## config.mk

```make
export PLATFORM = sky130hd
export DESIGN_NAME = register_file
export DESIGN_NICKNAME = d
export VERILOG_FILES = /design/src/hdl/register_file.sv
export VERILOG_INCLUDE_DIRS = /design/src /design/src/hdl
export SDC_FILE = /design/constraint.sdc
export NUM_CORES = 2
export LEC_CHECK = 0
export BUFFER_PORTS_ARGS = -buffer_cell sky130_fd_sc_hd__buf_2
export CAP_MARGIN = 5
export CELL_PAD_IN_SITES_DETAIL_PLACEMENT = 1
export CELL_PAD_IN_SITES_GLOBAL_PLACEMENT = 1
export CORE_ASPECT_RATIO = 0.8
export CORE_MARGIN = 2
export CORE_UTILIZATION = 49
export DETAILED_ROUTE_END_ITERATION = 10
export MAX_ROUTING_LAYER = met4
export PLACE_DENSITY_LB_ADDON = 0.1
export SLEW_MARGIN = 10
export SYNTH_ARGS = -nofsm -noshare
export SYNTH_HDL_FRONTEND = slang
export SYNTH_SLANG_ARGS = --single-unit
```

## constraint.sdc

```tcl
create_clock -name clk -period 2.6 [get_ports clk]
set_clock_uncertainty 0.1 [all_clocks]
set_input_delay 0.39 -clock clk [delete_from_list [all_inputs] [get_ports clk]]
set_output_delay 0.39 -clock clk [all_outputs]
set_load 0.03 [all_outputs]
```

## src/hdl/cpu_consts.svh

```systemverilog
`ifndef CPU_CONSTS_SVH
`define CPU_CONSTS_SVH

// datapath widths
`define DATA_WIDTH      32
`define INST_WIDTH      32
`define REG_ADDR_WIDTH  5

// instruction field widths
`define OPCODE_WIDTH    6
`define SHAMT_WIDTH     5
`define FUNCT_WIDTH     6
`define IMM_WIDTH       16

// word address widths of the two memories
`define IMEM_DEPTH_LOG2 8
`define DMEM_DEPTH_LOG2 8

// opcodes
`define OPCODE_R        6'h00
`define OPCODE_ADDI     6'h08
`define OPCODE_ORI      6'h0d
`define OPCODE_LW       6'h23
`define OPCODE_SW       6'h2b

// funct codes, register format only
`define FUNCT_SLL       6'h00
`define FUNCT_SRL       6'h02
`define FUNCT_ADD       6'h20
`define FUNCT_SUB       6'h22
`define FUNCT_AND       6'h24
`define FUNCT_OR        6'h25
`define FUNCT_XOR       6'h26
`define FUNCT_SLT       6'h2a

`endif

```

## src/hdl/register_file.sv

```systemverilog
`default_nettype none

`include "cpu_consts.svh"

module register_file (
  input  logic                       clk,
  input  logic                       reset,
  input  logic [`REG_ADDR_WIDTH-1:0] rs,
  input  logic [`REG_ADDR_WIDTH-1:0] rt,
  output logic [`DATA_WIDTH-1:0]     rs_data,
  output logic [`DATA_WIDTH-1:0]     rt_data,
  input  logic                       write,
  input  logic [`REG_ADDR_WIDTH-1:0] write_reg,
  input  logic [`DATA_WIDTH-1:0]     write_data
);

  localparam int NUM_REGS = 1 << `REG_ADDR_WIDTH;

  logic [`DATA_WIDTH-1:0] regs [NUM_REGS];
  logic                   write_live;

  // r0 never takes a write
  assign write_live = write && (write_reg != '0);

  always_ff @(posedge clk) begin
    if (reset) begin
      for (int i = 0; i < NUM_REGS; i++) begin
        regs[i] <= '0;
      end
    end else if (write_live) begin
      regs[write_reg] <= write_data;
    end
  end

  // writeback in the same cycle shows through to decode
  assign rs_data = (write_live && write_reg == rs) ? write_data : regs[rs];
  assign rt_data = (write_live && write_reg == rt) ? write_data : regs[rt];

endmodule

`default_nettype wire

```

# ---- Yosys cells after proc, flatten, opt, wreduce, memory -nomap -nowiden
# Memory sizes are Yosys's and may differ from the RTL's.
# Cells that the tools add are included.
dict set report totals {
  regBits 0
  latch_bits 0
  ram_bits 1024
  romBits 0
  input_bits 50
  output_inout_bits 64
  word_cells 18
  n_memories 1
}
# memory words word_bits rd rd_clocked_by_memory_dff write_ports line_no
set mem_list {}
lappend mem_list {regs 32 32 2 0 32 register_file.sv:19} ;# logic [`DATA_WIDTH-1:0] regs [NUM_REGS];
dict set report classes {
  add_sub_neg 0
  mul 0
  div_mod_pow 0
  magnitude_cmp 0
  eq_ne 2
  n_shift 0
  muxes 10
  bitwise 0
  reduce_logical 5
}
# cell n
set ops {}
lappend ops {{$mux W32} 3}
lappend ops {{$reduce_or A32 Y1} 1}
lappend ops {{$eq A5 B5 Y1} 2}
lappend ops {{$mux W1} 6}
lappend ops {{$mux W5} 1}
lappend ops {{$reduce_bool A5 Y1} 1}
lappend ops {{$logic_and A1 B1 Y1} 3}

# ---- Depth between registers and ports, before layout
dict set report logic_depth {
  depth_word 7
  depth_mapped 8
  ltp_nobuf 5
}

# ---- Least setup slack after synthesis
# No wires, ideal clock.
dict set report synth_timing {
  kind {input to output}
  startpoint {input port write_reg[2]}
  endpoint {output port rs_data[30]}
  arrival_ns 2.337
  required_ns 2.110
  path_slack_ns -0.227
  cell_stages 7
  path_buffers 2
  cell_sequence {buf_2 or3_1 o31ai_2 nor4_1 buf_2 nor2b_1 nor3b_1}
}
dict set report synth_between {
  elab_chain_cells 4
  word_cells_on_any_way 5
  classes_between {eq/ne: 1; mux: 1; reduce/logical: 3}
}
# element line_no
set synth_lines {}
lappend synth_lines {{start, declared} register_file.sv:13} ;# input logic [`REG_ADDR_WIDTH-1:0] write_reg,
lappend synth_lines {{$reduce_bool A5 Y1} register_file.sv:23} ;# assign write_live = write && (write_reg != '0);
lappend synth_lines {{$logic_and A1 B1 Y1} register_file.sv:23}
lappend synth_lines {{$logic_and A1 B1 Y1 *} register_file.sv:36} ;# assign rs_data = (write_live && write_reg == rs) ? write_data : regs[rs];
lappend synth_lines {{$mux W32 *} register_file.sv:36}
lappend synth_lines {{end, declared} register_file.sv:10} ;# output logic [`DATA_WIDTH-1:0] rs_data,
# Every way passes the cells marked *; elsewhere a longest branch is shown, timed or not.

==> results by group <==
Run status
  • Status: complete, but fails checks
  • Failing checks: setup timing

Global route
  • First-pass GRT wire length: 289 mm
  • Total grt overflow: 0
  • Initial antenna violation count: 17
  • Largest net degree at the start of global routing: 41
  • GRT Overall Usage: 37.7%
  • Vias in the first global route: 38.0k

Power
  • Psw: 10.6 mW
  • PwrDens: 629 nW/µm²
  • Leak: 22.9 nW
  • Peak supply drop: 507 µV
  • Switching part of the total: 25.8%
  • Sequential power share: 47.5%
  • Clk pwr share: 37.4%
  • Logic gate share of total power: 15.2%
  • Pint: 30.7 mW

Logic synthesis
  • Mapped Cells: 3,494
  • EDFF count, synth: 1,024
  • Synth Warn #: 0
  • Leading area contributor after synthesis: edfxtp_1
  • Mapped cell area: 54,500 µm²
  • Seq cells post-synth: 1,024
  • Synth unique cells: 43
  • Register area share after synthesis: 56.5%
  • Leading post-synthesis cells by cell area: edfxtp_1, mux4_2, and2_1, mux4_1, o22ai_1
  • Commonest cells in the netlist: edfxtp_1, and2_1, mux4_2
  • Avg Cell Area, Syn: 15.6 µm²
  • Most common cell in the synthesized netlist: edfxtp_1
  • Yosys top cell area share: 56.5%
  • Predominant post-synthesis flop cell: edfxtp_1
  • Synth async-reset ratio: 0%

Job
  • MaxCap Viol Count: 0

Floorplan
  • Chip height: 302 µm
  • Die width: 377 µm
  • Ports: 114
  • Starting Density: 49.4%
  • Core area: 110,000 µm²
  • Row cnt: 109
  • Total die area: 114,000 µm²

Hold path
  • Hold endpoint: regs[14][15]$_SDFFCE_PN0P_
  • Cells on Worst Hold Path: 2
  • Hold_sp: write_data[15]
  • Min-delay worst type: in -> reg

Clock tree
  • Clock sinks: 1,024
  • Clk slew on worst S/H paths: 0.07 ns
  • CTS root buffer: clkbuf_16
  • Clk buf depth: 3
  • CTS tree: built
  • Max H-tree Level: 3
  • CTS buffer count: 106

Place
  • Routability Congestion: 0.903
  • Dpl hpwl: 135 mm
  • DP Worst Slack: -0.461 ns
  • IO buf count: 113

Detailed routing
  • Vias per cell: 6.96
  • Drc violations: 0
  • Routed WL per cell: 39.1 µm
  • Drt initial violations: 5,546
  • Post-detailed-routing wire length: 209 mm
  • Detailed-route via count: 37.2k
  • DR pass1 iterations: 6
  • Antenna-violating nets left: 0

Timing
  • Worst relative slew slack: 59.9%
  • RSZ-0062 raised after global routing: yes
  • Period utilization: 116%
  • Final setup fails: 64
  • Minimum clock period: 3.03 ns
  • Worst Setup Slack, final: -0.426 ns
  • Worst slew pin tran: 0.601 ns
  • Setup TNS: -13.71 ns
  • Fmax: 330 MHz
  • Final Hold Fails: 0
  • Final slew viol count: 0

Layout
  • Fill cells: 9,774
  • NumNets Final: 3,857
  • Area growth, synth to finish: 20.6%
  • Multi-input logic area: 23,300 µm²
  • Largest registers: regs (1024)
  • Largest register FFs: 1,024
  • FF/Latch Area: 30,700 µm²
  • Post-route core utilization: 59.5%
  • Register bank with the most flops: regs
  • Layout cells sized above 1: 38.3%

Worst setup path
  • Critical Path AT: 2.54 ns
  • Crit Path Class: reg -> out
  • CP Cell Sequence: mux4_2, mux2i_1, nor2_1, nor4bb_2, buf_4, nor3_4, buf_6
  • Slowest CP cell: mux4_2
  • Cell family with most CP delay: multiplexers
  • Buf/Inv on CP: 2
  • Worst setup SP type: flop
  • Crit-path max FO: 2
  • Worst setup EP type: output port
  • Crit-path max cell delay: 0.50 ns
  • Req. time, crit path: 2.11 ns
[per-layer routing]
layer | part of all wire (%) | track usage (%)
met5 | 0 | -
met2 | 45 | 54.9
met1 | 39 | 51.4
met4 | 4.3 | 14.7
met3 | 12 | 9.24
[cell usage in the layout, fill, tap and decap left out, drive strengths merged, types with 2 or more instances in the layout]
cell type    instances
nor4                 4
o21ai               62
nor2                38
or2                 31
o2111a               2
mux4               508
o22ai              248
nand3                9
xor2                 4
nor2b                5
xnor2                6
or3b                 4
clkinv              53
conb                32
nand3b              12
mux2i               11
clkinvlp             4
or4                 63
buf                553
and2               992
diode                9
or3                  3
clkbuf             131
edfxtp            1024
nand2               69
dlygate4sd3          5
bufinv              10
[power groups by stage]
stage          clock [mW]  sequential (mW)  combinational, mW
2_1_floorplan           0             19.6               3.24
3_3_place_gp            0             19.8               5.31
3_5_place_dp            0             19.9               5.41
4_1_cts              15.5             19.6               6.07
5_1_grt              16.1             19.7               6.44
6_report             15.4             19.6               6.27
[worst max-delay path by stage]
| stage | startpoint | end | slack [ns] | depth (start not counted) |
|---|---|---|---|---|
| 2_1_floorplan | rs[0] | rs_data[14] | -0.05 | 7 |
| 3_3_place_gp | rt[0] | rt_data[13] | -0.44 | 11 |
| 5_1_grt | regs[18][30]$_SDFFCE_PN0P_ | rt_data[30] | -0.50 | 7 |
| 4_1_cts | regs[17][30]$_SDFFCE_PN0P_ | rt_data[30] | -0.48 | 7 |
| 6_report | regs[18][30]$_SDFFCE_PN0P_ | rt_data[30] | -0.43 | 7 |
| 3_5_place_dp | rt[0] | rt_data[13] | -0.46 | 11 |
[final cells by class]
| type | count | share of cell area (%) |
|---|---|---|
| Sequential cell | 1024 | 46.8 |
| Multi-Input combinational cell | 2114 | 35.5 |
| Timing Repair Buffer | 561 | 9.76 |
| Clock buffer | 128 | 4.29 |
| Tap cell | 1443 | 2.75 |
| Clock inverter | 67 | 0.888 |
| Antenna cell | 9 | 0.0343 |
[stage by stage]
step / hold WS (ns) / std cells / power (mW) / cell area (µm²)
2_1_floorplan: 0.488 / 3525 / 22.9 / 54700
3_3_place_gp: 0.642 / 5113 / 25.1 / 60200
3_5_place_dp: 0.658 / 5113 / 25.3 / 60200
4_1_cts: 0.0243 / 5316 / 41.2 / 65100
5_1_grt: 0.0726 / 5339 / 42.2 / 65700
6_report: 0.0729 / 5346 / 41.3 / 65700
[repair_timing]
action | CTS | global route
endpoints found under the hold margin | 20 | 0
cloned | 0 | 3
buffers inserted | 13 | 20
resized for setup | 361 | 78
pin swaps | 82 | 63
hold buffers | 5 | 0
endpoints found under the setup margin | 64 | 64
[cells by family after synthesis]
family	Yosys count	synth area share (%)
compound gates	317	3.53
other cells	1	0.00689
mux	519	21.8
flops	1024	56.5
simple gates	1236	13.9
xor+xnor	10	0.161
buf+inv	387	4.11
(Power assumes the default switching activity.)
