**src/hdl/cpu_consts.svh**
```systemverilog
`ifndef CPU_CONSTS_SVH
`define CPU_CONSTS_SVH

// datapath widths
`define DATA_WIDTH      32
`define INST_WIDTH      32
`define REG_ADDR_WIDTH  5

// instruction field widths
`define OPCODE_WIDTH    6
`define SHAMT_WIDTH     5
`define FUNCT_WIDTH     6
`define IMM_WIDTH       16

// word address widths of the two memories
`define IMEM_DEPTH_LOG2 8
`define DMEM_DEPTH_LOG2 8

// opcodes
`define OPCODE_R        6'h00
`define OPCODE_ADDI     6'h08
`define OPCODE_ORI      6'h0d
`define OPCODE_LW       6'h23
`define OPCODE_SW       6'h2b

// funct codes, register format only
`define FUNCT_SLL       6'h00
`define FUNCT_SRL       6'h02
`define FUNCT_ADD       6'h20
`define FUNCT_SUB       6'h22
`define FUNCT_AND       6'h24
`define FUNCT_OR        6'h25
`define FUNCT_XOR       6'h26
`define FUNCT_SLT       6'h2a

`endif

```
**src/hdl/cpu_pkg.sv**
```systemverilog
`default_nettype none

`include "cpu_consts.svh"

package cpu_pkg;

  typedef enum logic [2:0] {
    ALU_ADD,
    ALU_SUB,
    ALU_AND,
    ALU_OR,
    ALU_XOR,
    ALU_SLT,
    ALU_SLL,
    ALU_SRL
  } alu_op_e;

  // forwarding source for an execute operand
  localparam logic [1:0] FWD_REG    = 2'b00;
  localparam logic [1:0] FWD_MEM_WB = 2'b01;
  localparam logic [1:0] FWD_EX_MEM = 2'b10;

  typedef struct packed {
    logic [`OPCODE_WIDTH-1:0]   opcode;
    logic [`REG_ADDR_WIDTH-1:0] rs;
    logic [`REG_ADDR_WIDTH-1:0] rt;
    logic [`REG_ADDR_WIDTH-1:0] rd;
    logic [`SHAMT_WIDTH-1:0]    shamt;
    logic [`FUNCT_WIDTH-1:0]    funct;
  } r_fmt_t;

  typedef struct packed {
    logic [`OPCODE_WIDTH-1:0]   opcode;
    logic [`REG_ADDR_WIDTH-1:0] rs;
    logic [`REG_ADDR_WIDTH-1:0] rt;
    logic [`IMM_WIDTH-1:0]      imm;
  } i_fmt_t;

  // same word, two views
  typedef union packed {
    r_fmt_t r;
    i_fmt_t i;
  } instr_u;

  typedef struct packed {
    logic    reg_write;
    logic    mem_read;
    logic    mem_write;
    logic    alu_src;
    logic    zero_ext;
    logic    dst_rd;
    alu_op_e alu_op;
  } ctrl_t;

  typedef struct packed {
    ctrl_t                      ctrl;
    logic [`REG_ADDR_WIDTH-1:0] rs;
    logic [`REG_ADDR_WIDTH-1:0] rt;
    logic [`REG_ADDR_WIDTH-1:0] dst;
    logic [`DATA_WIDTH-1:0]     rs_data;
    logic [`DATA_WIDTH-1:0]     rt_data;
    logic [`DATA_WIDTH-1:0]     imm;
    logic [`SHAMT_WIDTH-1:0]    shamt;
  } id_ex_t;

  typedef struct packed {
    ctrl_t                      ctrl;
    logic [`REG_ADDR_WIDTH-1:0] dst;
    logic [`DATA_WIDTH-1:0]     alu_result;
    logic [`DATA_WIDTH-1:0]     store_data;
  } ex_mem_t;

  typedef struct packed {
    logic                       reg_write;
    logic [`REG_ADDR_WIDTH-1:0] dst;
    logic [`DATA_WIDTH-1:0]     wdata;
  } mem_wb_t;

endpackage

`default_nettype wire

```
**src/hdl/hazard_unit.sv**
```systemverilog
`default_nettype none

`include "cpu_consts.svh"

module hazard_unit import cpu_pkg::*; (
  input  logic [`REG_ADDR_WIDTH-1:0] id_rs,
  input  logic [`REG_ADDR_WIDTH-1:0] id_rt,
  input  id_ex_t                     id_ex,
  input  ex_mem_t                    ex_mem,
  input  mem_wb_t                    mem_wb,
  output logic [1:0]                 forward_a,
  output logic [1:0]                 forward_b,
  output logic                       stall
);

  // a writer hits a reader unless the target is r0
  function automatic logic hit(
    input logic                       wr,
    input logic [`REG_ADDR_WIDTH-1:0] dst,
    input logic [`REG_ADDR_WIDTH-1:0] src
  );
    return wr && (dst != '0) && (dst == src);
  endfunction

  //////////////////////////////////////////////////
  // forwarding prefers the youngest producer

  assign forward_a = hit(ex_mem.ctrl.reg_write, ex_mem.dst, id_ex.rs) ? FWD_EX_MEM :
                     hit(mem_wb.reg_write, mem_wb.dst, id_ex.rs)      ? FWD_MEM_WB :
                                                                        FWD_REG;

  assign forward_b = hit(ex_mem.ctrl.reg_write, ex_mem.dst, id_ex.rt) ? FWD_EX_MEM :
                     hit(mem_wb.reg_write, mem_wb.dst, id_ex.rt)      ? FWD_MEM_WB :
                                                                        FWD_REG;

  //////////////////////////////////////////////////
  // load data is not ready until after MEM

  assign stall = id_ex.ctrl.mem_read &&
                 (hit(1'b1, id_ex.dst, id_rs) || hit(1'b1, id_ex.dst, id_rt));

endmodule

`default_nettype wire

```
**config.mk**
```make
export PLATFORM = sky130hd
export DESIGN_NAME = hazard_unit
export DESIGN_NICKNAME = d
export VERILOG_FILES = /design/src/hdl/cpu_pkg.sv /design/src/hdl/hazard_unit.sv
export VERILOG_INCLUDE_DIRS = /design/src /design/src/hdl
export SDC_FILE = /design/constraint.sdc
export NUM_CORES = 1
export LEC_CHECK = 0
export ABC_AREA = 1
export BUFFER_PORTS_ARGS = -buffer_cell sky130_fd_sc_hd__buf_2
export CORE_AREA = 4 4 98 100
export DETAILED_ROUTE_END_ITERATION = 8
export DIE_AREA = 0 0 102 104
export MAX_ROUTING_LAYER = met4
export PLACE_DENSITY = 0.44
export SYNTH_ARGS = -nofsm -noshare
export SYNTH_HDL_FRONTEND = slang
export SYNTH_SLANG_ARGS = --single-unit
```
**constraint.sdc**
```tcl
create_clock -name vclk -period 1
set_clock_uncertainty 0.2 [all_clocks]
set_input_delay 0.15 -clock vclk [all_inputs]
set_output_delay 0.15 -clock vclk [all_outputs]
set_load 0.005 [all_outputs]
```
# ---- Word-level counts from Yosys, hierarchy flattened
# Cells that the tools add are included.
dict set report classes {
  addsub 0
  n_mul 0
  div 0
  order_cmp 0
  eq_ne 6
  n_shift 0
  mux 4
  bitwise 0
  reduce_logical 13
}
# cell count
set op_table {}
lappend op_table {{$eq 5x5->1} 6}
lappend op_table {{$reduce_bool 5->1} 3}
lappend op_table {{$logic_and 1x1->1} 9}
lappend op_table {{$mux 2} 2}
lappend op_table {{$mux 1} 2}
lappend op_table {{$logic_or 1x1->1} 1}
dict set report word_totals {
  regBits 0
  latchBits 0
  ram_bits 0
  rom_bits 0
  elab_cells 23
  n_memories 0
}

# ---- Depth between registers and ports, before layout
dict set report depth {
  word_depth 5
  mapped_depth 7
  mapped_depth_nobuf 7
}

# ---- Worst setup path after synthesis
# Ideal clock, no wire load.
dict set report synth_timing {
  kind {input-to-output}
  from {input port ex_mem[67] in the netlist's numbering}
  to {output port forward_a[0]}
  arrival_time_ps 619
  required_ps 650
  setup_slack_ps 31
  path_stages 7
  n_path_buf 0
  path_cell_list {inv_1 -> nand2_1 -> nand2_1 -> nor2_1 -> nand3_1 -> nor2_2 -> nor2_1}
}
dict set report synth_via {
  elab_chain_len 4
  word_cells_on_any_way 5
  classes_between {1 x eq/ne; 1 x mux; 3 x reduce/logical}
}
# element line_no
set synth_rtl {}
lappend synth_rtl {{start, declared} hazard_unit.sv:9} ;# input ex_mem_t ex_mem,
lappend synth_rtl {{$reduce_bool 5->1} hazard_unit.sv:22} ;# return wr && (dst != '0) && (dst == src);
lappend synth_rtl {{$logic_and 1x1->1} hazard_unit.sv:22}
lappend synth_rtl {{$logic_and 1x1->1 *} hazard_unit.sv:22}
lappend synth_rtl {{$mux 2 *} hazard_unit.sv:28} ;# assign forward_a = hit(ex_mem.ctrl.reg_write, ex_mem.dst, id_ex.rs) ? FWD_EX_MEM :
lappend synth_rtl {{end, declared} hazard_unit.sv:11} ;# output logic [1:0] forward_a,
# Every way passes the cells marked *; elsewhere a longest branch is shown, timed or not.

# ---- Worst setup path in the final report
dict set report layout_timing {
  from {input port id_ex[112] in the netlist's numbering}
  to {output port forward_a[0]}
}
dict set report layout_via {
  elab_chain_len 4
  word_cells_on_any_way 6
  classes_between {2 x eq/ne; 2 x mux; 2 x reduce/logical}
}
# element line_no
set layout_rtl {}
lappend layout_rtl {{start, declared} hazard_unit.sv:8} ;# input id_ex_t id_ex,
lappend layout_rtl {{$eq 5x5->1} hazard_unit.sv:22}
lappend layout_rtl {{$logic_and 1x1->1} hazard_unit.sv:22}
lappend layout_rtl {{$mux 1} hazard_unit.sv:29} ;# hit(mem_wb.reg_write, mem_wb.dst, id_ex.rs) ? FWD_MEM_WB :
lappend layout_rtl {{$mux 2 *} hazard_unit.sv:28}
# Marks and branches as above.

==> impl_metrics.ini <==
[timing]
finalCritPeriodShare_pct = 121
finalMaxSlewViolations = 0
worst_pin_slew_ps = 174
setup_viol = 5
clock.fmax_mhz = 829
finalWorstSetupSlack_ps = -206
rsz0062_at_grt = yes
finalHoldViolCount = 0
slew_headroom_pct = 88.3
period_needed_ps = 1210

[drt]
remaining_drc_errors = 0
wl_per_cell_um = 8.13
viasPerCell = 3.00
wl_um = 2280
drt_iter0_markers = 16
vias = 843
drtAntennaViolNets = 0
first_pass_iters = 4

[worst_setup_path]
critPathTopFamily = simple AND/OR/NAND/NOR gates
path_class = in2out
critPathLaunchType = input pin
cp.required_ps = 650
end_kind = primary output
critPathMaxStageDelay_ps = 120
critPathBufInv = 3
path_cells = buf_6, inv_2, nand2_1, nand2_1, nand3_1, nor2_1, nand3_1, nor2_1, buf_2
cp_slowest_cell = buf_2
cp.arrival_ps = 860
crit_path_max_fanout = 3

[finish]
register_area_um2 = 0
drive_gt1_share_pct = 50.6
final_nets = 425
area_delta_synth_final_pct = 114
final_cells = 281
stdcell_area_mm2 = 0.00119
clock_buffers = 0
fin_util_pct = 13.8
seq_cell_count = 0

[die]
die_h_um = 104
die-area_mm2 = 0.0106
start_util_pct = 6.43
core_mm2 = 0.00868
pin_count = 256
die_x_um = 102
floorplan.rows = 34

[flow_run]
maxCapViolCount = 0

[yosys]
syn_area_um2 = 558
netlist_instances = 129
netlist-cell-type-count = 11
syn_nets = 380
synth.avg_cell_area_um2 = 4.33
seq_area_frac_synth_pct = 0
yosys_warnings = 0

[global_route]
grt_start_max_net_pins = 5
grt_pass1_wl_um = 3680
grt_overflow = 0
gr-usage-all-layers_pct = 4.23
antenna_found_initial = 1
grt_pass1_vias = 792

[placement]
gp_congestion = 0.782
portBuffers = 43
dpl.hpwl_um = 2100
post_dp_cell_area_um2 = 908
pre_cts_ws_ps = -284
dp_cells = 280

[power_and_ir_drop]
leakagePower_nw = 0.636
ir_worst_vdd_v = 0.0000912
power.density_mw_per_mm2 = 353
total_power_mw = 0.421

[run_status]
failed_checks = setup timing
run_status = complete, but fails checks

[worst_hold_path]
hp-class = in2out

[clocking]
postCtsSetupBuffers = 0
## synth_stat cells
cell	instances	area (um2)
nand2_1	59	221
inv_1	26	97.6
nor2_1	18	67.6
nand3_1	9	45.0
xnor2_1	5	43.8
xor2_1	5	43.8
nand4_1	2	12.5
nor2_2	2	12.5
a21oi_1	1	5.00
inv_2	1	3.75
o21ai_0	1	5.00
## metal layers
metal	vias to the layer above	track usage (%)	wire length (um)
met5	-	-	0
met4	0	0	0
met3	0	2.01	389
met2	34	7.06	1030
met1	343	4.93	864
li1	466	-	-
## area by class of cell
class	instances	area, um2
fillers	1042	7480
multi-input cells	102	528
repair buffers	43	410
diodes	1	2.50
well taps	108	135
inverters	27	119
## worst min-delay path, stage by stage
cell     delay, ps
buf_2          100
o21ai_1         90
a21oi_2         40
buf_2          120
## cells by family after synthesis
kind of cell,Yosys count,share of synthesized area (%)
AND/OR/NAND/NOR,90,64.3
XOR/XNOR,10,15.7
buffers and inverters,27,18.2
AO/OA/AOI/OAI,2,1.79
## worst paths after layout
| check | from | endpoint | slack, ps | cells past startpoint |
|---|---|---|---|---|
| hold / removal | id_ex[123] | stall | 440 | 4 |
| setup / recovery | id_ex[112] | forward_a[0] | -210 | 9 |
## layout by cell type, fill, tap and decap left out
| cell type | n |
|---|---|
| a21oi_2 | 1 |
| buf_12 | 1 |
| buf_2 | 15 |
| buf_4 | 4 |
| buf_6 | 16 |
| buf_8 | 7 |
| diode_2 | 1 |
| inv_1 | 8 |
| inv_2 | 14 |
| inv_4 | 4 |
| inv_8 | 1 |
| nand2_1 | 43 |
| nand2_2 | 15 |
| nand2_4 | 1 |
| nand3_1 | 8 |
| nand3_2 | 1 |
| nand4_1 | 2 |
| nor2_1 | 14 |
| nor2_2 | 6 |
| o21ai_1 | 1 |
| xnor2_1 | 4 |
| xnor2_2 | 1 |
| xor2_1 | 5 |
## metrics by stage
stage               TNS (ps)  hold slack, ps
floorplan                  0             196
global placement       -1250             413
detailed placement     -1260             416
CTS                     -994             418
global route           -1230             477
finish                  -819             440
## what timing repair did
| action | in CTS | in global routing |
|---|---|---|
| pin swaps | 26 | 36 |
| gates resized for setup | 35 | 63 |
| endpoints found under the setup margin | 5 | 5 |
| hold endpoints to repair | 0 | 0 |
| hold buffers | 0 | 0 |
## power by group
group / internal, mW / total [mW] / leakage (nW) / switching, mW
clock network: 0.000000134 / 0.000000134 / 0.00000634 / 0
registers: 0 / 0 / 0 / 0
logic: 0.230 / 0.421 / 0.636 / 0.192
(Power assumes the default switching activity.)
