--- src/hdl/cpu_consts.svh ---
`ifndef CPU_CONSTS_SVH
`define CPU_CONSTS_SVH

// datapath widths
`define DATA_WIDTH      32
`define INST_WIDTH      32
`define REG_ADDR_WIDTH  5

// instruction field widths
`define OPCODE_WIDTH    6
`define SHAMT_WIDTH     5
`define FUNCT_WIDTH     6
`define IMM_WIDTH       16

// word address widths of the two memories
`define IMEM_DEPTH_LOG2 8
`define DMEM_DEPTH_LOG2 8

// opcodes
`define OPCODE_R        6'h00
`define OPCODE_ADDI     6'h08
`define OPCODE_ORI      6'h0d
`define OPCODE_LW       6'h23
`define OPCODE_SW       6'h2b

// funct codes, register format only
`define FUNCT_SLL       6'h00
`define FUNCT_SRL       6'h02
`define FUNCT_ADD       6'h20
`define FUNCT_SUB       6'h22
`define FUNCT_AND       6'h24
`define FUNCT_OR        6'h25
`define FUNCT_XOR       6'h26
`define FUNCT_SLT       6'h2a

`endif

--- src/hdl/cpu_pkg.sv ---
`default_nettype none

`include "cpu_consts.svh"

package cpu_pkg;

  typedef enum logic [2:0] {
    ALU_ADD,
    ALU_SUB,
    ALU_AND,
    ALU_OR,
    ALU_XOR,
    ALU_SLT,
    ALU_SLL,
    ALU_SRL
  } alu_op_e;

  // forwarding source for an execute operand
  localparam logic [1:0] FWD_REG    = 2'b00;
  localparam logic [1:0] FWD_MEM_WB = 2'b01;
  localparam logic [1:0] FWD_EX_MEM = 2'b10;

  typedef struct packed {
    logic [`OPCODE_WIDTH-1:0]   opcode;
    logic [`REG_ADDR_WIDTH-1:0] rs;
    logic [`REG_ADDR_WIDTH-1:0] rt;
    logic [`REG_ADDR_WIDTH-1:0] rd;
    logic [`SHAMT_WIDTH-1:0]    shamt;
    logic [`FUNCT_WIDTH-1:0]    funct;
  } r_fmt_t;

  typedef struct packed {
    logic [`OPCODE_WIDTH-1:0]   opcode;
    logic [`REG_ADDR_WIDTH-1:0] rs;
    logic [`REG_ADDR_WIDTH-1:0] rt;
    logic [`IMM_WIDTH-1:0]      imm;
  } i_fmt_t;

  // same word, two views
  typedef union packed {
    r_fmt_t r;
    i_fmt_t i;
  } instr_u;

  typedef struct packed {
    logic    reg_write;
    logic    mem_read;
    logic    mem_write;
    logic    alu_src;
    logic    zero_ext;
    logic    dst_rd;
    alu_op_e alu_op;
  } ctrl_t;

  typedef struct packed {
    ctrl_t                      ctrl;
    logic [`REG_ADDR_WIDTH-1:0] rs;
    logic [`REG_ADDR_WIDTH-1:0] rt;
    logic [`REG_ADDR_WIDTH-1:0] dst;
    logic [`DATA_WIDTH-1:0]     rs_data;
    logic [`DATA_WIDTH-1:0]     rt_data;
    logic [`DATA_WIDTH-1:0]     imm;
    logic [`SHAMT_WIDTH-1:0]    shamt;
  } id_ex_t;

  typedef struct packed {
    ctrl_t                      ctrl;
    logic [`REG_ADDR_WIDTH-1:0] dst;
    logic [`DATA_WIDTH-1:0]     alu_result;
    logic [`DATA_WIDTH-1:0]     store_data;
  } ex_mem_t;

  typedef struct packed {
    logic                       reg_write;
    logic [`REG_ADDR_WIDTH-1:0] dst;
    logic [`DATA_WIDTH-1:0]     wdata;
  } mem_wb_t;

endpackage

`default_nettype wire

--- src/hdl/control_unit.sv ---
`default_nettype none

`include "cpu_consts.svh"

module control_unit import cpu_pkg::*; (
  input  instr_u instr,
  output ctrl_t  ctrl
);

  logic    funct_ok;
  alu_op_e r_op;

  // register format, funct picks the operation
  always_comb begin
    funct_ok = 1'b1;
    case (instr.r.funct)
      `FUNCT_ADD: r_op = ALU_ADD;
      `FUNCT_SUB: r_op = ALU_SUB;
      `FUNCT_AND: r_op = ALU_AND;
      `FUNCT_OR:  r_op = ALU_OR;
      `FUNCT_XOR: r_op = ALU_XOR;
      `FUNCT_SLT: r_op = ALU_SLT;
      `FUNCT_SLL: r_op = ALU_SLL;
      `FUNCT_SRL: r_op = ALU_SRL;
      default: begin
        funct_ok = 1'b0;
        r_op     = ALU_ADD;
      end
    endcase
  end

  always_comb begin
    ctrl = '0;
    case (instr.i.opcode)
      `OPCODE_R: begin
        ctrl.reg_write = funct_ok;
        ctrl.dst_rd    = funct_ok;
        ctrl.alu_op    = r_op;
      end
      `OPCODE_ADDI: begin
        ctrl.reg_write = 1'b1;
        ctrl.alu_src   = 1'b1;
        ctrl.alu_op    = ALU_ADD;
      end
      `OPCODE_ORI: begin
        ctrl.reg_write = 1'b1;
        ctrl.alu_src   = 1'b1;
        ctrl.zero_ext  = 1'b1;
        ctrl.alu_op    = ALU_OR;
      end
      `OPCODE_LW: begin
        ctrl.reg_write = 1'b1;
        ctrl.mem_read  = 1'b1;
        ctrl.alu_src   = 1'b1;
        ctrl.alu_op    = ALU_ADD;
      end
      `OPCODE_SW: begin
        ctrl.mem_write = 1'b1;
        ctrl.alu_src   = 1'b1;
        ctrl.alu_op    = ALU_ADD;
      end
      // anything else is a no-op
      default: ctrl = '0;
    endcase
  end

endmodule

`default_nettype wire

--- config.mk ---
export PLATFORM = sky130hd
export DESIGN_NAME = control_unit
export DESIGN_NICKNAME = d
export VERILOG_FILES = /design/src/hdl/cpu_pkg.sv /design/src/hdl/control_unit.sv
export VERILOG_INCLUDE_DIRS = /design/src /design/src/hdl
export SDC_FILE = /design/constraint.sdc
export NUM_CORES = 1
export LEC_CHECK = 0
export BUFFER_PORTS_ARGS = -buffer_cell sky130_fd_sc_hd__clkbuf_2
export CORE_AREA = 2 2 39 41
export DETAILED_ROUTE_END_ITERATION = 7
export DIE_AREA = 0 0 41 43
export GPL_TIMING_DRIVEN = 0
export PLACE_DENSITY_LB_ADDON = 0.05
export SLEW_MARGIN = 20
export SYNTH_ARGS = -nofsm -noshare
export SYNTH_HDL_FRONTEND = slang
export SYNTH_SLANG_ARGS = --single-unit
--- constraint.sdc ---
create_clock -name vclk -period 0.85
set_input_delay 0 -clock vclk [all_inputs]
set_output_delay 0 -clock vclk [all_outputs]
set_load 0.02 [all_outputs]
# Word level (Yosys, flattened, before mapping)
# Cells that the tools add are included.
[word_totals]
word_cells = 25
out_inout_bits = 9
reg_bits = 0
[classes]
mux = 9
eq_ne = 11
reduce_logical = 5
[ops]
columns = ["operator", "n"]
rows = [
  ["6-bit equality test, second input constant", 8],
  ["3-bit case mux with 7 select lines", 1],
  ["6-bit by 4-bit equality test with 1-bit output, second input constant", 2],
  ["6-bit zero test", 2],
  ["8-bit OR reduction", 1],
  ["6-bit by 2-bit equality test with 1-bit output, second input constant", 1],
  ["1-bit two-way mux", 6],
  ["3-bit case mux with 2 select lines", 1],
  ["4-bit OR reduction", 1],
  ["3-bit OR reduction", 1],
  ["1-bit case mux with 2 select lines", 1],
]

# Longest topological paths before layout
# Gate-level depths: netlist (run 1).
[logic_depth]
depth_word = 4
depth_mapped = 4
ltp_nobuf = 3

# Worst setup path before layout (run 1)
# OpenSTA, ideal clock, no wires.
[synth_timing]
path_kind = "input to output"
start = "input port instr[26] (netlist bit)"
end = "output port ctrl[2] (netlist bit)"
stages = 3
path_slack_ps = -68
t_required_ps = 850
arrival_time_ps = 918
n_path_buf = 0
path_cell_list = "nor4_2 > nand2_1 > nor3_1"
[synth_lines]
columns = ["item", "line", "source"]
rows = [
  ["start: declaration", "control_unit.sv:6", "input instr_u instr,"],
  ["end: declaration", "control_unit.sv:7", "output ctrl_t ctrl"],
]

==> flow_metrics.env, run 1 <==
export IMPL_p_clk_share_pct=0
export IMPL_status="finished, violations left"
export IMPL_yosysTopAreaCell="nor3_1"
export IMPL_drc=0
export IMPL_worstPathArrival_ps=960
export IMPL_initial_core_util_pct=17.45
export IMPL_drive_above_1_share_pct=55.74
export IMPL_p_int_mw=0.1019
export IMPL_hp_class="input pin to primary output"
export IMPL_seq_cell_count=0
export IMPL_wl_um=906
export IMPL_syn_area_per_cell_um2=6.527
export IMPL_ys_top_cells_by_count="6 x nor3_1, 5 x inv_1, 3 x nor2_1"
export IMPL_period_needed_ps=959.8
export IMPL_final_antenna_net_count=0
export IMPL_slew_violations=0
export IMPL_core_mm2=0.001384
export IMPL_comb_power_share_pct=100.0
export IMPL_synth_cell_types=21
export IMPL_grt_pass1_vias=331
export IMPL_cap_violations=0
export IMPL_max_freq_mhz=1042
export IMPL_tightest_slew_ps=271.0
export IMPL_wl_per_cell_um=11.77
export IMPL_n_antenna_cell=0
export IMPL_sequentialPowerShare_pct=0
export IMPL_required_ps=850
export IMPL_fin_crit_sh_pct=112.9
export IMPL_synthTopCellsByArea="nor3_1 12%, inv_1 7.8%, a32oi_1 7.3%, nand4b_1 7.3%, o211ai_1 6.2%"
export IMPL_violations="negative setup slack"
export IMPL_syn_inst=37
export IMPL_switching_share_pct=46.70
export IMPL_gp_congestion=0.6076
export IMPL_cts_hold_buf=0
export IMPL_synth_area_um2=241.5
export IMPL_cp_max_fo=2
export IMPL_peakVddDrop_v=0.0001425
export IMPL_p_leak_nw=0.2426
export IMPL_viasPerCell=4.896
export IMPL_p_per_area_mw_per_mm2=358.6
export IMPL_fin_nets=95
export IMPL_rsz0062_at_grt="true"
export IMPL_utilization_pct=38.52
export IMPL_area_delta_synth_final_pct=120.7
export IMPL_hpwlAfterDp_um=621.7
export IMPL_seqCellArea_um2=0
export IMPL_portBuffers=20
export IMPL_dieHeight_um=43
export IMPL_slew_headroom_pct=81.86
export IMPL_die_w_um=41
export IMPL_drtPass1Iterations=2
export IMPL_fin_ws_ps=-109.8
export IMPL_synth_most_common_cell="nor3_1"
export IMPL_io_pins=41
export IMPL_clkbuf_count=0
export IMPL_grt_max_degree=9
export IMPL_antenna_found_initial=0
export IMPL_dieArea_mm2=0.001763
export IMPL_crit_path_end_kind="primary output"
export IMPL_cp_start_kind="input pin"
export IMPL_row_count=14
export IMPL_timing_final_hold_violations=0
export IMPL_hold_slack_ps=339.3
export IMPL_yosysWarnings=0
export IMPL_vias=377
export IMPL_track_usage_pct=9.890
export IMPL_overflow=0
export IMPL_setup_viol=6
export IMPL_path_class="input pin to primary output"
export IMPL_finalPower_mw=0.1911
export IMPL_synth_top_area_share_pct=12.44
export IMPL_drtIter0Drc=2
export IMPL_syn_num_nets=69
export IMPL_switching_power_mw=0.08926
export IMPL_seq_area_frac_synth_pct=0
export IMPL_grt_pass1_wl_um=1311
-- cell type report --
type,count,area (µm²)
Buffer,1,5.005
Fill cell,158,850.8
Inverter,5,18.77
Multi-Input combinational cell,31,265.3
Tap cell,16,20.02
Timing Repair Buffer,24,224.0
-- per-layer routing --
metal / up-vias / share of wire (%) / wire length (µm) / global-route usage [%]
met5: - / 0 / 0 / 0
met1: 169 / 40 / 359 / 12.34
met4: 0 / 0 / 0 / 0
met3: 0 / 7.7 / 70 / 0
met2: 14 / 53 / 477 / 18.75
li1: 194 / - / - / -
-- metrics by stage --
step	cells	worst slack [ps]	cell area, µm²	setup TNS [ps]
after floorplan	37	40.87	252.7	0
after detailed placement	73	-153.2	372.9	-927.2
after global placement	73	-177.7	372.9	-1091
final	77	-109.8	533.0	-361.5
after global routing	77	-169.6	533.0	-786.0
after CTS	74	-162.5	467.9	-654.5
-- cell families (layout without fill, tap and decap cells) --
group / Yosys count / in the layout / share of synthesized area, %
AND/OR/NAND/NOR: 19 / 19 / 50.26
XOR/XNOR: 1 / 1 / 3.628
AO/OA/AOI/OAI: 11 / 11 / 36.27
buffers and inverters: 6 / 30 / 9.843
-- timing repair --
action / in CTS / in global routing
buffers inserted: 1 / 3
pin swaps: 5 / 10
gates resized for setup: 19 / 25
setup endpoints to repair: 8 / 8
-- power by group through the flow --
stage                     clock network (mW)  logic [mW]  registers (mW)
after floorplan                            0      0.0613               0
after global placement                     0       0.128               0
after detailed placement                   0       0.125               0
after CTS                                  0       0.162               0
after global routing                       0       0.208               0
final                                      0       0.191               0
-- placed cells by master (no fill, tap or decap), drive strengths merged --
master	Yosys	routed
a21boi	1	1
o211ai	2	2
clkbuf	0	9
and4bb	1	1
buf	1	16
xor2	1	1
nand2	2	2
nor3	6	6
nor2	3	3
a32oi	2	2
nand4b	2	2
or2b	1	1
o221ai	1	1
o31ai	1	1
a2bb2oi	1	1
nor4	1	1
inv	5	5
a31oi	2	2
or3b	1	1
o21ai	1	1
nand2b	1	1
nor3b	1	1
-- critical path, stage by stage --
cell and delay, ps:
clkbuf_16 120, nand4b_1 180, or3b_4 400, o211ai_1 90, buf_4 170
-- path summary, 6_finish.rpt --
check	from	to	cells past startpoint
worst max-delay path	instr[30]	ctrl[5]	5
worst min-delay path	instr[0]	ctrl[2]	3
Note: power is estimated with default switching activity, not from simulation.
==> run 2, diff against run 1 <==
- PLACE_DENSITY: default -> 0.62
- PLACE_DENSITY_LB_ADDON: 0.05 -> default
- RECOVER_POWER: default -> 25
- SETUP_SLACK_MARGIN: default -> 0.1
==> run 2 against run 1 <==
Compared with the run above:
- the run still ends with negative setup slack left
- total power decreased by 0.49%
- hold slack got worse by 4.0 ps
- routed wire length decreased by 6.2%
- setup slack worse by 25 ps
- critical path depth did not move
- non-clock buffer count decreased by 2
- critical endpoint unchanged
- largest power group unchanged
==> flow_metrics.env, run 2 (synthesis results as in run 1) <==
export IMPL_fin_crit_sh_pct=115.9
export IMPL_cap_violations=0
export IMPL_n_antenna_cell=0
export IMPL_p_per_area_mw_per_mm2=347.8
export IMPL_overflow=0
export IMPL_sequentialPowerShare_pct=0
export IMPL_cp_max_fo=2
export IMPL_nFillCells=143
export IMPL_worstPathArrival_ps=990
export IMPL_status="finished, violations left"
export IMPL_vias=378
export IMPL_cp_start_kind="input pin"
export IMPL_switching_share_pct=45.87
export IMPL_seq_cell_count=0
export IMPL_hp_class="input pin to primary output"
export IMPL_grt_max_degree=9
export IMPL_switching_power_mw=0.08724
export IMPL_violations="negative setup slack"
export IMPL_io_pins=41
export IMPL_required_ps=850
export IMPL_core_mm2=0.001384
export IMPL_viasPerCell=5.040
export IMPL_slew_violations=0
export IMPL_grt_pass1_vias=290
export IMPL_slew_headroom_pct=81.32
export IMPL_tightest_slew_ps=278.8
export IMPL_p_leak_nw=0.2378
export IMPL_drive_above_1_share_pct=50.85
export IMPL_crit_path_end_kind="primary output"
export IMPL_period_needed_ps=985.3
export IMPL_fin_nets=93
export IMPL_antenna_found_initial=0
export IMPL_multi_input_area_um2=267.8
export IMPL_rsz0062_at_grt="true"
export IMPL_grt_pass1_wl_um=1179
export IMPL_max_freq_mhz=1015
export IMPL_place_ws_ps=-172.7
export IMPL_cts_hold_buf=0
export IMPL_hold_slack_ps=335.4
export IMPL_final_antenna_net_count=0
export IMPL_comb_power_share_pct=100.0
export IMPL_drc=0
export IMPL_dieArea_mm2=0.001763
export IMPL_stdcell_count=75
export IMPL_peakVddDrop_v=0.0001517
export IMPL_track_usage_pct=8.891
export IMPL_die_w_um=41
export IMPL_seqCellArea_um2=0
export IMPL_timing_final_hold_violations=0
export IMPL_row_count=14
export IMPL_dieHeight_um=43
export IMPL_gp_congestion=0.7095
export IMPL_initial_core_util_pct=17.45
export IMPL_dp_cells=73
export IMPL_finalPower_mw=0.1902
export IMPL_drtPass1Iterations=4
export IMPL_p_int_mw=0.1029
export IMPL_p_clk_share_pct=0
export IMPL_fin_ws_ps=-135.3
export IMPL_clkbuf_count=0
export IMPL_portBuffers=20
export IMPL_drtIter0Drc=10
export IMPL_area_delta_synth_final_pct=126.4
export IMPL_wl_um=850
export IMPL_layout_common_cells="5 x inv_1, 5 x clkbuf_2, 5 x buf_4"
export IMPL_setup_viol=7
export IMPL_wl_per_cell_um=11.33
export IMPL_hpwlAfterDp_um=602.3
export IMPL_path_class="input pin to primary output"
## run 2: what timing repair did
item,in CTS,in global routing
gates resized for setup,24,13
pin swaps,6,6
setup endpoints to repair,8,8
setup buffers,1,1
## run 2: critical path: stages
cell and delay, ps:
clkbuf_16 120, nand4b_1 200, or3b_4 400, o211ai_1 90, buf_4 170
## run 2: path summary, 6_finish.rpt
path	start	end	slack, ps	cells after the start
max	instr[30]	ctrl[5]	-140	5
min	instr[0]	ctrl[2]	340	3
## run 2: power by group through the flow
stage / registers, mW / clock network (mW) / logic, mW
final: 0 / 0 / 0.190
after global routing: 0 / 0 / 0.204
after CTS: 0 / 0 / 0.175
after detailed placement: 0 / 0 / 0.135
after global placement: 0 / 0 / 0.134
after floorplan: 0 / 0 / 0.0678
## run 2: layout make-up
class,instances,area share (%)
buffer,1,2.059
timing repair buffer,22,41.88
tap,16,3.661
multi-input combinational,31,48.97
inverter,5,3.432
## run 2: stage by stage
stage,util (%),area (µm²),TNS [ps]
2_1_floorplan,-,281.5,0
3_3_place_gp,29.02,401.6,-924.7
3_5_place_dp,29.02,401.6,-906.8
4_1_cts,37.61,520.5,-742.6
5_1_grt,39.51,546.8,-888.4
6_report,39.51,546.8,-444.5
## run 2: metal layers
layer  global-route usage (%)  part of all wire [%]  vias up
met3                    1.571                    10        0
met1                    12.66                    43      167
met4                        0                     0        0
met2                    14.37                    47       20
li1                         -                     -      191
met5                        0                     0        -
