`src/hdl/cpu_consts.svh`:
```
`ifndef CPU_CONSTS_SVH
`define CPU_CONSTS_SVH

// datapath widths
`define DATA_WIDTH      32
`define INST_WIDTH      32
`define REG_ADDR_WIDTH  5

// instruction field widths
`define OPCODE_WIDTH    6
`define SHAMT_WIDTH     5
`define FUNCT_WIDTH     6
`define IMM_WIDTH       16

// word address widths of the two memories
`define IMEM_DEPTH_LOG2 8
`define DMEM_DEPTH_LOG2 8

// opcodes
`define OPCODE_R        6'h00
`define OPCODE_ADDI     6'h08
`define OPCODE_ORI      6'h0d
`define OPCODE_LW       6'h23
`define OPCODE_SW       6'h2b

// funct codes, register format only
`define FUNCT_SLL       6'h00
`define FUNCT_SRL       6'h02
`define FUNCT_ADD       6'h20
`define FUNCT_SUB       6'h22
`define FUNCT_AND       6'h24
`define FUNCT_OR        6'h25
`define FUNCT_XOR       6'h26
`define FUNCT_SLT       6'h2a

`endif

```
`src/hdl/cpu_pkg.sv`:
```
`default_nettype none

`include "cpu_consts.svh"

package cpu_pkg;

  typedef enum logic [2:0] {
    ALU_ADD,
    ALU_SUB,
    ALU_AND,
    ALU_OR,
    ALU_XOR,
    ALU_SLT,
    ALU_SLL,
    ALU_SRL
  } alu_op_e;

  // forwarding source for an execute operand
  localparam logic [1:0] FWD_REG    = 2'b00;
  localparam logic [1:0] FWD_MEM_WB = 2'b01;
  localparam logic [1:0] FWD_EX_MEM = 2'b10;

  typedef struct packed {
    logic [`OPCODE_WIDTH-1:0]   opcode;
    logic [`REG_ADDR_WIDTH-1:0] rs;
    logic [`REG_ADDR_WIDTH-1:0] rt;
    logic [`REG_ADDR_WIDTH-1:0] rd;
    logic [`SHAMT_WIDTH-1:0]    shamt;
    logic [`FUNCT_WIDTH-1:0]    funct;
  } r_fmt_t;

  typedef struct packed {
    logic [`OPCODE_WIDTH-1:0]   opcode;
    logic [`REG_ADDR_WIDTH-1:0] rs;
    logic [`REG_ADDR_WIDTH-1:0] rt;
    logic [`IMM_WIDTH-1:0]      imm;
  } i_fmt_t;

  // same word, two views
  typedef union packed {
    r_fmt_t r;
    i_fmt_t i;
  } instr_u;

  typedef struct packed {
    logic    reg_write;
    logic    mem_read;
    logic    mem_write;
    logic    alu_src;
    logic    zero_ext;
    logic    dst_rd;
    alu_op_e alu_op;
  } ctrl_t;

  typedef struct packed {
    ctrl_t                      ctrl;
    logic [`REG_ADDR_WIDTH-1:0] rs;
    logic [`REG_ADDR_WIDTH-1:0] rt;
    logic [`REG_ADDR_WIDTH-1:0] dst;
    logic [`DATA_WIDTH-1:0]     rs_data;
    logic [`DATA_WIDTH-1:0]     rt_data;
    logic [`DATA_WIDTH-1:0]     imm;
    logic [`SHAMT_WIDTH-1:0]    shamt;
  } id_ex_t;

  typedef struct packed {
    ctrl_t                      ctrl;
    logic [`REG_ADDR_WIDTH-1:0] dst;
    logic [`DATA_WIDTH-1:0]     alu_result;
    logic [`DATA_WIDTH-1:0]     store_data;
  } ex_mem_t;

  typedef struct packed {
    logic                       reg_write;
    logic [`REG_ADDR_WIDTH-1:0] dst;
    logic [`DATA_WIDTH-1:0]     wdata;
  } mem_wb_t;

endpackage

`default_nettype wire

```
`src/hdl/alu.sv`:
```
`default_nettype none

`include "cpu_consts.svh"

module alu import cpu_pkg::*; (
  input  alu_op_e                 op,
  input  logic [`DATA_WIDTH-1:0]  a,
  input  logic [`DATA_WIDTH-1:0]  b,
  input  logic [`SHAMT_WIDTH-1:0] shamt,
  output logic [`DATA_WIDTH-1:0]  result
);

  logic less;

  // signed compare for slt
  assign less = $signed(a) < $signed(b);

  always_comb begin
    case (op)
      ALU_ADD: result = a + b;
      ALU_SUB: result = a - b;
      ALU_AND: result = a & b;
      ALU_OR:  result = a | b;
      ALU_XOR: result = a ^ b;
      ALU_SLT: result = {{(`DATA_WIDTH-1){1'b0}}, less};
      // shifts act on rt, amount from the instruction
      ALU_SLL: result = b << shamt;
      ALU_SRL: result = b >> shamt;
      default: result = '0;
    endcase
  end

endmodule

`default_nettype wire

```
`config.mk`:
```
export PLATFORM = sky130hd
export DESIGN_NAME = alu
export DESIGN_NICKNAME = d
export VERILOG_FILES = /design/src/hdl/cpu_pkg.sv /design/src/hdl/alu.sv
export VERILOG_INCLUDE_DIRS = /design/src /design/src/hdl
export SDC_FILE = /design/constraint.sdc
export NUM_CORES = 1
export LEC_CHECK = 0
export ABC_AREA = 1
export BUFFER_PORTS_ARGS = -buffer_cell sky130_fd_sc_hd__buf_2
export CAP_MARGIN = 20
export CORE_ASPECT_RATIO = 1.2
export CORE_UTILIZATION = 47
export DETAILED_ROUTE_END_ITERATION = 12
export PLACE_DENSITY = 0.68
export SLEW_MARGIN = 20
export SYNTH_ARGS = -nofsm -noshare
export SYNTH_HDL_FRONTEND = slang
export SYNTH_SLANG_ARGS = --single-unit
```
`constraint.sdc`:
```
create_clock -name vclk -period 3.68
set_input_delay 0.736 -clock vclk [all_inputs]
set_output_delay 0.736 -clock vclk [all_outputs]
set_load 0.1 [all_outputs]
```
# ---- Word level (Yosys, flattened, before mapping)
# Index checks and enable logic that the tools add are counted.
dict set report totals {
  word_cells 17
  reg_bits 0
  inputBits 72
  out_inout_bits 32
}
dict set report classes {
  n_addsub 2
  mux 1
  n_reduce_logical 1
  eq_ne 7
  magnitude_cmp 1
  n_bitwise 3
  shifts 2
}
# cell n
set ops {}
lappend ops {{one-hot mux 32 bit (8 select lines)} 1}
lappend ops {{adder 32 bit} 1}
lappend ops {{bitwise AND 32 bit} 1}
lappend ops {{< comparator 32 bit} 1}
lappend ops {{bitwise OR 32 bit} 1}
lappend ops {{<< shifter 32 x 5 -> 32 bit} 1}
lappend ops {{right shift 32 x 5 -> 32 bit} 1}
lappend ops {{subtractor 32 bit} 1}
lappend ops {{XOR 32 bit} 1}
lappend ops {{equality test 3 bit (second input constant)} 4}
lappend ops {{equality test 3 x 2 -> 1 bit (second input constant)} 2}
lappend ops {{equality test 3 x 1 -> 1 bit (second input constant)} 1}
lappend ops {{zero test 3 bit} 1}

# ---- Longest topological paths before layout
# Gate-level depths: netlist of run 1.
dict set report logic_depth {
  ltp_word 2
  depth_mapped 15
  depth_no_buf 15
}

# ---- Worst setup path after synthesis of run 1
# No wires, ideal clock.
dict set report synth_path {
  path_kind {in2out}
  start {input port b[4]}
  end {output port result[5]}
  path_buffers 1
  cell_stages 13
  arrival_time_ps 3066
  required_ps 2944
  slack_ps -122
  path_cell_list {inv_1 ha_1 buf_4 inv_1 nand2_1 nand2_1 inv_1 nand3_1 a21oi_1 o21ai_0 nand3_1 nor2_1 nor2_1}
}
dict set report synth_between {
  elab_chain_cells 2
  word_cells_on_any_way 5
  cone_classes {2 x add/sub; 2 x shift; 1 x mux}
}
# item line
set synth_rtl {}
lappend synth_rtl {{start: declaration} alu.sv:8} ;# input logic [`DATA_WIDTH-1:0] b,
lappend synth_rtl {{subtractor 32 bit (tied with other cells)} alu.sv:21} ;# ALU_SUB: result = a - b;
lappend synth_rtl {{one-hot mux 32 bit (8 select lines) (*)} alu.sv:19} ;# case (op)
lappend synth_rtl {{end: declaration} alu.sv:10} ;# output logic [`DATA_WIDTH-1:0] result
# Mark *: on every way between the ends. The rest lies on a longest branch, timed or not.

# ---- Final worst setup path of run 1
dict set report layout_path {
  start {input port op[1]}
  end {output port result[13]}
}
dict set report layout_between {
  elab_chain_cells 2
  word_cells_on_any_way 9
  cone_classes {7 x eq/ne; 1 x mux; 1 x reduce/logical}
}
# item line
set layout_rtl {}
lappend layout_rtl {{start: declaration} alu.sv:6} ;# input alu_op_e op,
lappend layout_rtl {{equality test 3 bit (tied with other cells)} alu.sv:19}
lappend layout_rtl {{one-hot mux 32 bit (8 select lines) (*)} alu.sv:19}
# Marked as above.

==> flow_metrics.tcl, run 1 <==
set metrics [dict create \
    slew_headroom_pct 65.0 \
    syn_to_final_growth_pct 19.1 \
    cp_slowest_cell "o22ai_1" \
    synth.distinct_cells 43 \
    vias 14000 \
    syn_inst 1993 \
    worstPathCellList "buf_2 -> nand2_1 -> inv_2 -> nand2_2 -> buf_4 -> buf_4 -> o22ai_1 -> nor2_1 -> nand3_1 -> nor2_1 -> nand3_1 -> buf_12" \
    final_cell_mix "610 x nand2_1, 420 x nand3_1, 302 x inv_1" \
    rows 57 \
    flops_and_latches 0 \
    post_cts_buffers 0 \
    dpl-instance-area_mm2 0.0113 \
    grt_util_all_layers_pct 44.5 \
    coreArea_mm2 0.0203 \
    finalCriticalPeriod_ns 3.62 \
    drcViolationCount 0 \
    grt-ovfl-total 0 \
    worstMarginPinSlew_ns 0.525 \
    slew_violations 0 \
    viasPerCell 5.92 \
    hold_class "input pin to primary output" \
    startpoint_type "input pin" \
    power_mw 2.37 \
    n_antenna_cell 0 \
    setup_viol 0 \
    crit_buf_inv 5 \
    yosys_warnings 0 \
    synth_area_mm2 0.00970 \
    dp_hpwl_mm 40.5 \
    crit_family "buffers and inverters" \
    hold_path_depth 5 \
    maxCapViolations 0 \
    finalWirelength_mm 48.3 \
    fin_ws_ns 0.0603 \
    crit_arrival_ns 2.88 \
    die_w_um 133 \
    cp_max_fo 15 \
    status "completed" \
    final_common_cell "nand2_1" \
    fin_area_mm2 0.0115 \
    end_kind "primary output" \
    syn_area_per_cell_um2 4.87 \
    drtAntennaViolNets 0 \
    drt_iter0_markers 1651 \
    dieArea_mm2 0.0212 \
    antenna_found_initial 0 \
    firstDrtPassIters 7 \
    regArea_um2 0 \
    nClkBuffers 0 \
    grt_pass1_wl_mm 72.3 \
    hold_viol_final 0 \
    holdBufCountCts 0 \
    ir_drop_uv 148 \
    hold_start "op[0]" \
    critical_path.startpoint "op[1]" \
    fillers 2272 \
    die_y_um 159 \
    ys_seq_area_share_pct 0 \
    grt_max_degree 65 \
    nNetsFinal 2275 \
    crit_type "input pin to primary output" \
    powerDensity_mw_per_mm2 205 \
    ios 104 \
    synth_fp_nets 2163 \
    grt_pass1_vias 12800 \
    cp_slowest_stage_delay_ns 0.36 \
    drive_above_1_share_pct 13.7 \
    power_leakage_nw 6.54 \
    worstPathRequired_ns 2.94 \
    wire_per_inst_um 20.4 \
    fmax_mhz 276 \
    place_congestion 1.14 \
    portBuffers 104 \
    pre_cts_slack_ns -0.0210 \
    initial_utilization_pct 47.9 \
    holdPathEnd "result[0]" \
    fin_tns_setup_ns 0 \
    post-route-period-util_pct 98.4 \
]
-- layout make-up --
cell class / count / area [um2] / share of cell area [%]
tap: 265 / 332 / 2.87
timing repair buffer: 203 / 1830 / 15.9
inverter: 318 / 1200 / 10.4
multi-input combinational: 1582 / 8190 / 70.9
-- cells by family after synthesis --
| group | after synthesis | share of synthesized area (%) |
|---|---|---|
| xor+xnor | 9 | 0.813 |
| mux | 1 | 0.232 |
| buf+inv | 411 | 17.8 |
| fa+ha+maj | 98 | 12.8 |
| compound gates | 166 | 9.99 |
| simple gates | 1308 | 58.4 |
-- worst max path at each step --
stage                       endpoint  cells after the start  slack, ns
after detailed placement  result[16]                     15      -0.02
final                     result[13]                     12       0.06
after floorplan            result[6]                     10      -0.06
after global placement     result[8]                     13      -0.08
after global routing      result[31]                     15      -0.02
after CTS                 result[29]                     15       0.02
-- stage by stage --
stage | hold slack [ns] | util [%] | cells
after global placement | 2.18 | 56.0 | 2368
after floorplan | 2.08 | - | 1993
after CTS | 2.14 | 56.1 | 2368
after detailed placement | 2.20 | 56.0 | 2368
after global routing | 2.16 | 57.0 | 2368
final | 2.13 | 57.0 | 2368
-- power by group --
| group | switching, mW | total [mW] | internal [mW] |
|---|---|---|---|
| combinational | 1.61 | 2.37 | 0.757 |
| sequential | 0 | 0 | 0 |
| clock | 0 | 0 | 0 |
-- timing repair --
item                                    4_1_cts  5_1_grt
gates resized for setup                       2       52
hold endpoints to repair                      0        0
endpoints found under the setup margin        2       24
pin swaps                                     0        4
-- Yosys cell counts (all sizes together) (16+ instances only) --
| master | number | area, um2 |
|---|---|---|
| a21oi | 71 | 363 |
| and2 | 16 | 108 |
| buf | 85 | 492 |
| ha | 96 | 1200 |
| inv | 318 | 1200 |
| nand2 | 622 | 2350 |
| nand3 | 428 | 2150 |
| nand4 | 27 | 169 |
| nor2 | 183 | 707 |
| nor3 | 22 | 110 |
| o21ai | 38 | 194 |
| o22ai | 23 | 144 |
-- routing by layer --
| metal | vias up | track usage (%) | share of wire, % |
|---|---|---|---|
| li1 | 6615 | - | - |
| met1 | 6306 | 58.7 | 39 |
| met2 | 933 | 73.5 | 45 |
| met3 | 163 | 4.49 | 10 |
| met4 | 0 | 18.6 | 5.2 |
| met5 | - | 0 | 0 |
-- tightest hold or removal path, stage by stage --
cell and delay [ns]:
buf_2 0.17, nor2_1 0.09, nand2_1 0.08, nand3_2 0.11, buf_12 0.19
Note: power is estimated with default switching activity, not from simulation.
==> run 2: changes to the inputs <==
--- a/config.mk
+++ b/config.mk
@@ -12,8 +12,10 @@
 export CORE_ASPECT_RATIO = 1.2
 export CORE_UTILIZATION = 47
 export DETAILED_ROUTE_END_ITERATION = 12
-export PLACE_DENSITY = 0.68
+export GPL_TIMING_DRIVEN = 0
+export PLACE_DENSITY_LB_ADDON = 0.12
 export SLEW_MARGIN = 20
 export SYNTH_ARGS = -nofsm -noshare
 export SYNTH_HDL_FRONTEND = slang
 export SYNTH_SLANG_ARGS = --single-unit
+export TNS_END_PERCENT = 5
==> flow_metrics.tcl, run 2 (synthesis gave the netlist of run 1 again) <==
set metrics [dict create \
    rsz0062_at_grt "true" \
    hold_class "input pin to primary output" \
    crit_buf_inv 5 \
    fin_ws_ns -0.0239 \
    finalWirelength_mm 52.3 \
    wire_per_inst_um 22.1 \
    drive_above_1_share_pct 12.1 \
    fillers 2322 \
    hold_viol_final 0 \
    setup_viol 1 \
    cp_max_fo 8 \
    finalCriticalPeriod_ns 3.70 \
    regArea_um2 0 \
    syn_to_final_growth_pct 12.1 \
    grt_pass1_vias 13200 \
    crit_type "input pin to primary output" \
    viasPerCell 6.02 \
    path_common_cell "nand2_1" \
    antenna_found_initial 0 \
    finish.utilization_pct 53.7 \
    portBuffers 101 \
    worstPathRequired_ns 2.94 \
    power_leakage_nw 6.29 \
    grt-ovfl-total 0 \
    die_w_um 133 \
    startpoint_type "input pin" \
    crit_family "buffers and inverters" \
    n_antenna_cell 0 \
    grt_pass1_wl_mm 75.9 \
    coreArea_mm2 0.0203 \
    holdBufCountCts 0 \
    grt_util_all_layers_pct 47.8 \
    nNetsFinal 2268 \
    initial_utilization_pct 47.9 \
    nClkBuffers 0 \
    post-route-period-util_pct 101 \
    fmax_mhz 270 \
    drcViolationCount 0 \
    slew_violations 0 \
    ios 104 \
    flops_and_latches 0 \
    worstMarginPinSlew_ns 0.888 \
    violations "setup timing" \
    cp_slowest_cell "ha_1" \
    grt_max_degree 11 \
    vias 14200 \
    cp_slowest_stage_delay_ns 0.27 \
    final_cell_mix "610 x nand2_1, 419 x nand3_1, 300 x inv_1" \
    placed_cells 2359 \
    powerDensity_mw_per_mm2 201 \
    end_kind "primary output" \
    dp_hpwl_mm 43.3 \
    die_y_um 159 \
    status "finished with violations" \
    rows 57 \
    worstPathCellList "buf_2 -> inv_1 -> ha_1 -> buf_2 -> clkinvlp_4 -> a21oi_2 -> nand2_1 -> nand2_1 -> nand2_1 -> a21oi_2 -> nand3_1 -> nand3_1 -> nand3_2 -> buf_12" \
    place_congestion 1.14 \
    drtAntennaViolNets 0 \
    drt_iter0_markers 1740 \
    firstDrtPassIters 9 \
    dieArea_mm2 0.0212 \
    slew_headroom_pct 40.8 \
    finalNonFillerCells 2361 \
    maxCapViolations 0 \
    crit_arrival_ns 2.97 \
    final_common_cell "nand2_1" \
    ir_drop_uv 187 \
]
## run 2: cell count changes in the layout (fill, tap and decap cells not counted), moves of 7 or more
| cell | previous run | this run |
|---|---|---|
| ha_2 | 12 | 0 |
| buf_12 | 39 | 3 |
| clkbuf_1 | 0 | 7 |
| buf_2 | 72 | 122 |
| buf_1 | 0 | 9 |
| ha_1 | 78 | 95 |
| buf_4 | 92 | 25 |
| buf_6 | 0 | 17 |
## run 2: timing repair
item | 4_1_cts | 5_1_grt
pin swaps | 0 | 1
setup buffers | 0 | 2
endpoints found under the setup margin | 21 | 29
resized for setup | 41 | 62
## run 2: worst min-delay path: cells and delay by family
kind                   cells  cell delay (ns)
buffers and inverters      2             0.35
and+or+nand+nor            3             0.28
## run 2: final cells by class
class              instances  area (um2)  share of cell area [%]
inverters                318        1200                    11.1
multi-input cells       1582        8110                    74.6
repair buffers           103         697                    6.41
well taps                265         332                    3.05
plain buffers             93         528                    4.86
## run 2: routing by layer
metal | wire length [um] | GRT usage [%] | share of wire (%) | vias up
met5 | 0 | 0 | 0 | -
li1 | - | - | - | 6608
met3 | 5480 | 7.45 | 10 | 296
met1 | 18600 | 55.3 | 36 | 6293
met4 | 4980 | 37.2 | 9.5 | 0
met2 | 23200 | 78.3 | 44 | 1009
## run 2: where the power goes
group | internal, mW | total (mW) | switching (mW)
Combinational | 0.573 | 2.19 | 1.61
Clock | 0 | 0 | 0
Sequential | 0 | 0 | 0
## run 2: metrics by stage
stage | setup TNS, ns | worst slack, ns | total power, mW | cell area, um2 | hold slack (ns)
after global placement | -3.17 | -0.284 | 1.99 | 10500 | 2.22
after detailed placement | -3.28 | -0.281 | 2.00 | 10500 | 2.20
final | -0.0239 | -0.0239 | 2.19 | 10900 | 2.11
after global routing | -0.903 | -0.0800 | 2.31 | 10900 | 2.10
after floorplan | -0.0741 | -0.0741 | 1.43 | 9700 | 2.08
after CTS | -0.110 | -0.0613 | 2.05 | 10700 | 2.14
## run 2: worst paths after layout
| check | from | endpoint | slack [ns] | depth (start not counted) |
|---|---|---|---|---|
| max | b[27] | result[0] | -0.02 | 14 |
| min | op[0] | result[0] | 2.11 | 5 |
